===== config.mk =====
export PLATFORM = sky130hd
export DESIGN_NAME = cpu_top
export DESIGN_NICKNAME = d
export VERILOG_FILES = /design/src/hw/cpu_pkg.sv /design/src/hw/reg_if.sv /design/src/hw/regs.sv /design/src/hw/alu.sv /design/src/hw/imem.sv /design/src/hw/cpu_sequencer.sv /design/src/hw/cpu_top.sv
export SDC_FILE = /design/constraint.sdc
export NUM_CORES = 2
export LEC_CHECK = 0
export ABC_AREA = 0
export BUFFER_PORTS_ARGS = -buffer_cell sky130_fd_sc_hd__buf_2
export CORE_MARGIN = 8
export CORE_UTILIZATION = 57
export DETAILED_ROUTE_END_ITERATION = 7
export GPL_TIMING_DRIVEN = 0
export PLACE_DENSITY = 0.75
export SKIP_LAST_GASP = 1
export SYNTH_ARGS = -nofsm -noshare
export SYNTH_HDL_FRONTEND = slang
export SYNTH_SLANG_ARGS = --single-unit

===== constraint.sdc =====
create_clock -name clk -period 18 [get_ports clk]
set_clock_uncertainty 0.1 [all_clocks]
set_input_delay 1.8 -clock clk [delete_from_list [all_inputs] [get_ports clk]]
set_output_delay 1.8 -clock clk [all_outputs]
set_load 0.1 [all_outputs]

===== src/hw/cpu_pkg.sv =====
package cpu_pkg;

	////////////////////////////////////////////////////////////
	// Widths and sizes
	////////////////////////////////////////////////////////////
	localparam int data_w     = 32;
	localparam int rnum_w     = 5;
	localparam int nregs      = 16;
	localparam int rsel_w     = $clog2(nregs);
	localparam int pc_w       = 6;
	localparam int imem_depth = 64;

	////////////////////////////////////////////////////////////
	// Opcodes, instruction bits 31:26
	////////////////////////////////////////////////////////////
	localparam logic [5:0] op_rtype = 6'd0;
	localparam logic [5:0] op_beq   = 6'd4;
	localparam logic [5:0] op_addi  = 6'd8;
	localparam logic [5:0] op_ori   = 6'd13;
	localparam logic [5:0] op_halt  = 6'd63;

	// R-type function codes, bits 5:0
	localparam logic [5:0] fn_add = 6'd32;
	localparam logic [5:0] fn_sub = 6'd34;
	localparam logic [5:0] fn_and = 6'd36;
	localparam logic [5:0] fn_or  = 6'd37;
	localparam logic [5:0] fn_slt = 6'd42;

	typedef enum logic [2:0] {
		alu_add,
		alu_sub,
		alu_and,
		alu_or,
		alu_slt
	} alu_op_t;

	typedef enum logic [2:0] {
		st_fetch,
		st_decode,
		st_exec,
		st_wb,
		st_halted
	} seq_state_t;

endpackage


===== src/hw/reg_if.sv =====
`timescale 1ns/1ps

interface reg_if;
	import cpu_pkg::*;

	logic [rnum_w-1:0] rnum_a;
	logic [rnum_w-1:0] rnum_b;
	logic [rnum_w-1:0] wnum;
	logic [data_w-1:0] wdata;
	logic              we;
	logic [data_w-1:0] rdata_a;
	logic [data_w-1:0] rdata_b;

	modport seq (output rnum_a, rnum_b, wnum, wdata, we, input rdata_a, rdata_b);

	modport rf (input rnum_a, rnum_b, wnum, wdata, we, output rdata_a, rdata_b);

endinterface


===== src/hw/regs.sv =====
`timescale 1ns/1ps

module regs (
	input  logic                      clk,
	input  logic                      rst,
	reg_if.rf                         rf,
	input  logic [3:0]                sw,
	output logic [7:0]                led,
	output logic [cpu_pkg::data_w-1:0] debug_data
);
	import cpu_pkg::*;

	// Register 0 is not stored, it reads as zero
	logic [data_w-1:0] regs_q [1:nregs-1];
	logic              wr_ok;

	// Numbers 0 and 16 and up return zero
	function automatic logic [data_w-1:0] read_reg(input logic [rnum_w-1:0] num);
		logic [data_w-1:0] val;
		val = '0;
		if (num != '0 && num < rnum_w'(nregs))
		begin
			val = regs_q[num[rsel_w-1:0]];
		end
		return val;
	endfunction

	// Writes outside 1..15 are dropped
	assign wr_ok = rf.wnum != '0 && rf.wnum < rnum_w'(nregs);

	////////////////////////////////////////////////////////////
	// Write port, or registered reads when not writing
	////////////////////////////////////////////////////////////
	always_ff @(posedge clk or posedge rst)
	begin
		if (rst)
		begin
			for (int i = 1; i < nregs; i++)
			begin
				regs_q[i] <= '0;
			end
			rf.rdata_a <= '0;
			rf.rdata_b <= '0;
			debug_data <= '0;
		end
		else if (rf.we)
		begin
			if (wr_ok)
			begin
				regs_q[rf.wnum[rsel_w-1:0]] <= rf.wdata;
			end
		end
		else
		begin
			rf.rdata_a <= read_reg(rf.rnum_a);
			rf.rdata_b <= read_reg(rf.rnum_b);
			// Debug read follows the switches
			debug_data <= read_reg(rnum_w'(sw));
		end
	end

	// LED tap on r6
	assign led = regs_q[6][7:0];

endmodule


===== src/hw/alu.sv =====
`timescale 1ns/1ps

module alu (
	input  logic [cpu_pkg::data_w-1:0] a,
	input  logic [cpu_pkg::data_w-1:0] b,
	input  cpu_pkg::alu_op_t           op,
	output logic [cpu_pkg::data_w-1:0] result,
	output logic                       zero
);
	import cpu_pkg::*;

	always_comb
	begin
		case (op)
			alu_add:
			begin
				result = a + b;
			end
			alu_sub:
			begin
				result = a - b;
			end
			alu_and:
			begin
				result = a & b;
			end
			alu_or:
			begin
				result = a | b;
			end
			alu_slt:
			begin
				// Signed compare
				result = ($signed(a) < $signed(b)) ? data_w'(1) : '0;
			end
			default:
			begin
				result = a + b;
			end
		endcase
	end

	// Used for beq via subtract
	assign zero = result == '0;

endmodule


===== src/hw/imem.sv =====
`timescale 1ns/1ps

module imem (
	input  logic                       clk,
	input  logic                       we,
	input  logic [cpu_pkg::pc_w-1:0]   waddr,
	input  logic [cpu_pkg::data_w-1:0] wdata,
	input  logic [cpu_pkg::pc_w-1:0]   raddr,
	output logic [cpu_pkg::data_w-1:0] rdata
);
	import cpu_pkg::*;

	logic [data_w-1:0] mem [imem_depth];

	////////////////////////////////////////////////////////////
	// Program load port
	////////////////////////////////////////////////////////////

	// Active in reset as well, so programs load while rst is high
	always_ff @(posedge clk)
	begin
		if (we)
		begin
			mem[waddr] <= wdata;
		end
	end

	// Instruction at the current pc
	assign rdata = mem[raddr];

endmodule


===== src/hw/cpu_sequencer.sv =====
`timescale 1ns/1ps

module cpu_sequencer (
	input  logic                       clk,
	input  logic                       rst,
	input  logic [cpu_pkg::data_w-1:0] instr,
	output logic [cpu_pkg::pc_w-1:0]   pc,
	output logic                       halted,
	reg_if.seq                         rf,
	output logic [cpu_pkg::data_w-1:0] alu_a,
	output logic [cpu_pkg::data_w-1:0] alu_b,
	output cpu_pkg::alu_op_t           alu_op,
	input  logic [cpu_pkg::data_w-1:0] alu_result,
	input  logic                       alu_zero
);
	import cpu_pkg::*;

	seq_state_t        state_q;
	logic [pc_w-1:0]   pc_q;
	logic [data_w-1:0] ir_q;
	logic [data_w-1:0] result_q;

	// Instruction fields
	logic [5:0]        opcode;
	logic [5:0]        funct;
	logic [rnum_w-1:0] rs;
	logic [rnum_w-1:0] rt;
	logic [rnum_w-1:0] rd;
	logic [15:0]       imm;

	logic              writes;
	logic              is_beq;
	logic [rnum_w-1:0] dest;

	assign opcode = ir_q[31:26];
	assign rs     = ir_q[25:21];
	assign rt     = ir_q[20:16];
	assign rd     = ir_q[15:11];
	assign imm    = ir_q[15:0];
	assign funct  = ir_q[5:0];
	assign is_beq = opcode == op_beq;

	////////////////////////////////////////////////////////////
	// Decode
	////////////////////////////////////////////////////////////
	always_comb
	begin
		alu_op = alu_add;
		alu_b  = rf.rdata_b;
		writes = 1'b0;
		dest   = rt;
		case (opcode)
			op_rtype:
			begin
				dest   = rd;
				writes = 1'b1;
				case (funct)
					fn_add: alu_op = alu_add;
					fn_sub: alu_op = alu_sub;
					fn_and: alu_op = alu_and;
					fn_or:  alu_op = alu_or;
					fn_slt: alu_op = alu_slt;
					default: writes = 1'b0;
				endcase
			end
			op_addi:
			begin
				writes = 1'b1;
				alu_b  = {{(data_w - 16){imm[15]}}, imm};
			end
			op_ori:
			begin
				writes = 1'b1;
				alu_op = alu_or;
				alu_b  = {{(data_w - 16){1'b0}}, imm};
			end
			op_beq:
			begin
				alu_op = alu_sub;
			end
			default:
			begin
				writes = 1'b0;
			end
		endcase
	end

	////////////////////////////////////////////////////////////
	// State machine
	////////////////////////////////////////////////////////////
	always_ff @(posedge clk or posedge rst)
	begin
		if (rst)
		begin
			state_q <= st_fetch;
			pc_q    <= '0;
			ir_q    <= '0;
		end
		else
		begin
			case (state_q)
				st_fetch:
				begin
					ir_q    <= instr;
					state_q <= st_decode;
				end
				st_decode:
				begin
					// Operands latch in the register file this cycle
					state_q <= (opcode == op_halt) ? st_halted : st_exec;
				end
				st_exec:
				begin
					if (is_beq && alu_zero)
					begin
						pc_q <= pc_q + pc_w'(1) + imm[pc_w-1:0];
					end
					else if (!writes)
					begin
						pc_q <= pc_q + pc_w'(1);
					end
					state_q <= writes ? st_wb : st_fetch;
				end
				st_wb:
				begin
					pc_q    <= pc_q + pc_w'(1);
					state_q <= st_fetch;
				end
				default:
				begin
					state_q <= st_halted;
				end
			endcase
		end
	end

	// Result register
	always_ff @(posedge clk)
	begin
		if (state_q == st_exec)
		begin
			result_q <= alu_result;
		end
	end

	assign alu_a     = rf.rdata_a;
	assign rf.rnum_a = rs;
	assign rf.rnum_b = rt;
	assign rf.wnum   = dest;
	assign rf.wdata  = result_q;
	assign rf.we     = state_q == st_wb;

	assign pc     = pc_q;
	assign halted = state_q == st_halted;

endmodule


===== src/hw/cpu_top.sv =====
`timescale 1ns/1ps

module cpu_top (
	input  logic                       clk,
	input  logic                       rst,
	input  logic                       prog_we,
	input  logic [cpu_pkg::pc_w-1:0]   prog_addr,
	input  logic [cpu_pkg::data_w-1:0] prog_data,
	input  logic [3:0]                 sw,
	output logic                       halted,
	output logic [cpu_pkg::pc_w-1:0]   pc,
	output logic [7:0]                 led,
	output logic [cpu_pkg::data_w-1:0] debug_data
);
	import cpu_pkg::*;

	logic [data_w-1:0] instr;
	logic [data_w-1:0] alu_a;
	logic [data_w-1:0] alu_b;
	logic [data_w-1:0] alu_result;
	logic              alu_zero;
	alu_op_t           alu_op;

	// Sequencer to register file
	reg_if rf_bus ();

	////////////////////////////////////////////////////////////
	// Instruction memory
	////////////////////////////////////////////////////////////
	imem imem_i (
		.clk   (clk),
		.we    (prog_we),
		.waddr (prog_addr),
		.wdata (prog_data),
		.raddr (pc),
		.rdata (instr)
	);

	////////////////////////////////////////////////////////////
	// Control and datapath
	////////////////////////////////////////////////////////////
	cpu_sequencer seq_i (
		.clk        (clk),
		.rst        (rst),
		.instr      (instr),
		.pc         (pc),
		.halted     (halted),
		.rf         (rf_bus.seq),
		.alu_a      (alu_a),
		.alu_b      (alu_b),
		.alu_op     (alu_op),
		.alu_result (alu_result),
		.alu_zero   (alu_zero)
	);

	alu alu_i (
		.a      (alu_a),
		.b      (alu_b),
		.op     (alu_op),
		.result (alu_result),
		.zero   (alu_zero)
	);

	// Register file with debug read and LED tap
	regs regs_i (
		.clk        (clk),
		.rst        (rst),
		.rf         (rf_bus.rf),
		.sw         (sw),
		.led        (led),
		.debug_data (debug_data)
	);

endmodule


==> run_results.csv <==
group,metric,value,unit
power,intPower,14.7,mW
global_route,overflow,0,
setup_path,critical_path_class,"reg2reg",
power,power_leakage,47.1,nW
floorplan,ios,92,
yosys,ys.warnings.count,0,
finish,fin_util,0.648,
setup_path,critical-path-top-delay-family,"compound AO/OA/AOI/OAI gates",
power,worst_ir_drop_vdd,0.154,mV
yosys,synth.largest_area_cell,"edfxtp_1",
setup_path,critical-path-top-cell-by-count,"clkbuf_1",
status,run_status,"finished with violations",
timing,finalCriticalPeriod,8.15,ns
setup_path,crit_path_cell_trace,"nor3_1, and3_1, clkbuf_1, clkbuf_1, nand2_1, nand2_1, inv_1, ha_1, clkbuf_1, and2_1, a221oi_1, a21oi_1, o21ai_0, a41oi_1, xor2_1, a221oi_1, nand4_1, nor4_4, a211oi_1, nor3_1",
timing,worst_tran_pin_value,1.56,ns
finish,multiInputGateArea,39500,um2
placed_design,detailedPlacementHpwl,247000,um
yosys,mappedNetlistNets,6349,
global_route,grt.busiest_layer,"met2",
timing,max-slew-margin-rel,-0.0386,
drt,antenna_violating_nets_post_route,0,
drt,wl,388000,um
timing,number_of_setup_violations_in_the_final_report,0,
clock_network,cts_made_buffers,289,
drt,first_iter_violations,10900,
floorplan,die_h,473,um
clock_network,cts_resizes,0,
yosys,post-synth-top-count-cell,"edfxtp_1",
power,net-switching-power,8.77,mW
yosys,yosys.cell_types.count,78,
finish,nNetsFinal,6812,
timing,hold_viol,0,
clock_network,clockBufferDepth,4,
global_route,initial_antenna_violation_count,19,
power,pwr-share-comb,0.403,
power,pwr-share-seq,0.347,
power,power-per-cell-area,174,nW/um2
placed_design,input_output_buffers,83,
yosys,number_of_synthesized_flops_with_an_enable_pin,2080,
setup_path,critPathSlowestCell,"a221oi_1",
drt,route.vias.total,70000,
floorplan,floorplan.core_area,207000,um2
timing,setup-tns-final,0,ns
global_route,globalRouteMet2Util,0.538,
clock_network,insertion_delay,0.97,ns
yosys,post_synth_inst_count,6198,
drt,detail_route.drc_violations,0,
status,violations_in_the_final_reports,"capacitance limit, slew limit",
setup_path,crit_required,18.69,ns
yosys,fraction_of_synthesized_cell_area_taken_by_the_top_area_cell_type,0.524,
global_route,pin_count_of_the_biggest_net_entering_global_routing,65,
timing,rsz0062_at_grt,"no",
floorplan,die_outline_area,224000,um2
clock_network,path_clk_slew,0.06,ns
yosys,ys_dominant_reg_cell,"edfxtp_1",
finish,drive_gt1_frac,0.342,
drt,via_per_inst,7.25,
global_route,grt_pass1_vias,70800,
clock_network,cts_sinks,2697,
global_route,grt.met3_usage,0.0866,
setup_path,path_max_fanout,10,
global_route,grt_pass1_wl,540000,um
timing,slew_viol_final,75,
setup_path,timing.critical_path.slowest_cell_delay,0.95,ns
floorplan,std_cell_rows,167,
setup_path,worstPathBufferInverterCount,4,
global_route,met1_usage,0.418,
finish,layout.area.seq,77900,um2
clock_network,tritoncts,"done",
yosys,post_synth.cell_area_avg,19.2,um2
yosys,async_flop_share,0.229,
floorplan,initial_standard_cell_utilization_of_the_core,0.574,
floorplan,die_width,473,um
clock_network,ctsHoldBuffers,0,
yosys,synth_area,119000,um2
drt,drt_pass1_iterations,6,
placed_design,gp_routability_congestion,0.968,
finish,layout-area-overhead-vs-synth,12.9,%
clock_network,clock-root-buffer,"clkbuf_16",
setup_path,cp_data_arrival_time,8.84,ns
power,p_clk_frac,0.250,
yosys,post_synth_main_area_contributors,"edfxtp_1 52%, mux4_2 20%, dfrtp_1 13%",
power,sw_frac_of_total,0.374,
job,max-cap-violations,1,
setup_path,critical_path.endpoint_type,"flip-flop",
yosys,netlist_top_cells_count,"2080 x edfxtp_1, 1045 x mux4_2, 617 x dfrtp_1",
timing,period_share,0.453,
clock_network,clock_tree.htree_level_count,5,
yosys,synth.yosys.seq_area_share,0.654,
clock_network,cts_post_setup_buffers_inserted,0,
timing,max_clock_freq,0.123,GHz
global_route,grt_util_all_layers,0.343,
drt,wl_per_cell,40.2,um
power,total_power,23.4,mW
finish,fillCellCount,13300,
yosys,ys_seq_elements,2697,
setup_path,critical_path.startpoint_type,"flip-flop",
min_path,worstHoldPathType,"reg2reg",
==> cells in the final DEF (no fill, tap or decap), types with 14 or more instances in the layout <==
cell       synthesis  final
nor2_4             0     62
nor3_1            34     32
buf_2             11     86
nor4_1            25     25
a211oi_1          16     16
a22o_1           141    141
nor2_1           176    114
mux2i_1           20     20
inv_1            108    107
dfrtp_1          617    617
o211ai_1          22     22
nand2b_1          16     16
buf_16             0     31
xnor2_1           22     22
clkinv_1           1     41
or2_2             14     14
buf_4              9     17
buf_12             0     50
mux4_2          1045   1045
or3_1             17     17
nor2b_1           15     15
buf_1            113    107
a221o_1           18     18
nand3_1           29     29
clkbuf_16          0    296
a21o_1            15     15
mux2_2           608    608
ha_1             103    103
nand2_1          171    171
clkinv_2           0     39
bufinv_16          0     23
o21a_1            24     24
nand4_1           21     21
clkbuf_1         317    373
o21ai_0           89     89
edfxtp_1        2080   2080
o31ai_1           21     21
a21oi_1          102    102
==> power by group through the flow <==
stage | combinational, mW | clock (mW) | sequential [mW]
CTS | 9.25 | 5.86 | 8.08
global placement | 8.96 | 0 | 8.13
global route | 9.70 | 6.08 | 8.19
finish | 9.45 | 5.86 | 8.12
detailed placement | 9.11 | 0 | 8.20
floorplan | 5.80 | 0 | 8.18
==> layer usage <==
| layer | up-vias | part of all wire |
|---|---|---|
| met5 | - | 0.000098 |
| met4 | 6 | 0.095 |
| met3 | 1435 | 0.11 |
| met2 | 5550 | 0.46 |
| met1 | 36400 | 0.33 |
| li1 | 26600 | - |
==> through the flow <==
step / setup slack [ns] / hold WS (ns) / cells / instance area [um2]
after floorplan: 7.68 / 0.361 / 6198 / 119000
after global placement: 3.97 / 0.380 / 9069 / 123000
after detailed placement: 10.41 / 0.387 / 9157 / 125000
after CTS: 10.32 / 0.403 / 9646 / 134000
after global routing: 9.74 / 0.419 / 9649 / 134000
final: 9.85 / 0.399 / 9657 / 135000
==> cell type report <==
| type | count | share of cell area |
|---|---|---|
| Antenna cell | 10 | 0.000186 |
| Clock inverter | 120 | 0.00908 |
| Tap cell | 2788 | 0.0259 |
| Buffer | 450 | 0.0130 |
| Inverter | 109 | 0.00307 |
| Sequential cell | 2697 | 0.579 |
| Multi-Input combinational cell | 2942 | 0.294 |
| Clock buffer | 369 | 0.0580 |
| Timing Repair Buffer | 172 | 0.0177 |
==> cell families after synthesis <==
group                      share of synthesized area
AOI/OAI and AO/OA                             0.0356
xor gates and xnor gates                     0.00206
adders and majority gates                     0.0113
buffers and inverters                         0.0180
DFF                                            0.654
muxes                                          0.257
and+or+nand+nor                               0.0222
==> state kept, by name (all words and copies together) (netlist names) <==
signal	count
regs_i.regs_q	472
seq_i.rf.wdata	32
regs_i.debug_data	32
imem_i.mem	2048
regs_i.rf.rdata_b	32
seq_i.state_q	3
seq_i.pc	6
seq_i.ir_q	32
regs_i.rf.rdata_a	32
regs_i.led	8
==> worst paths after layout <==
check	start	endpoint	slack, ns	depth (start not counted)
setup / recovery	seq_i.ir_q[27]	seq_i.pc[2]	9.85	20
hold / removal	regs_i.debug_data[28]	regs_i.debug_data[28]	0.40	1
setup reg to reg	seq_i.ir_q[27]	seq_i.pc[2]	9.85	20
hold reg to reg	regs_i.debug_data[28]	regs_i.debug_data[28]	0.40	1
max in group asynchronous	rst	regs_i.regs_q[232]	14.71	9
min in group asynchronous	rst	regs_i.rf.rdata_a[20]	0.84	2
No activity file was read; power rests on OpenSTA's default activity.
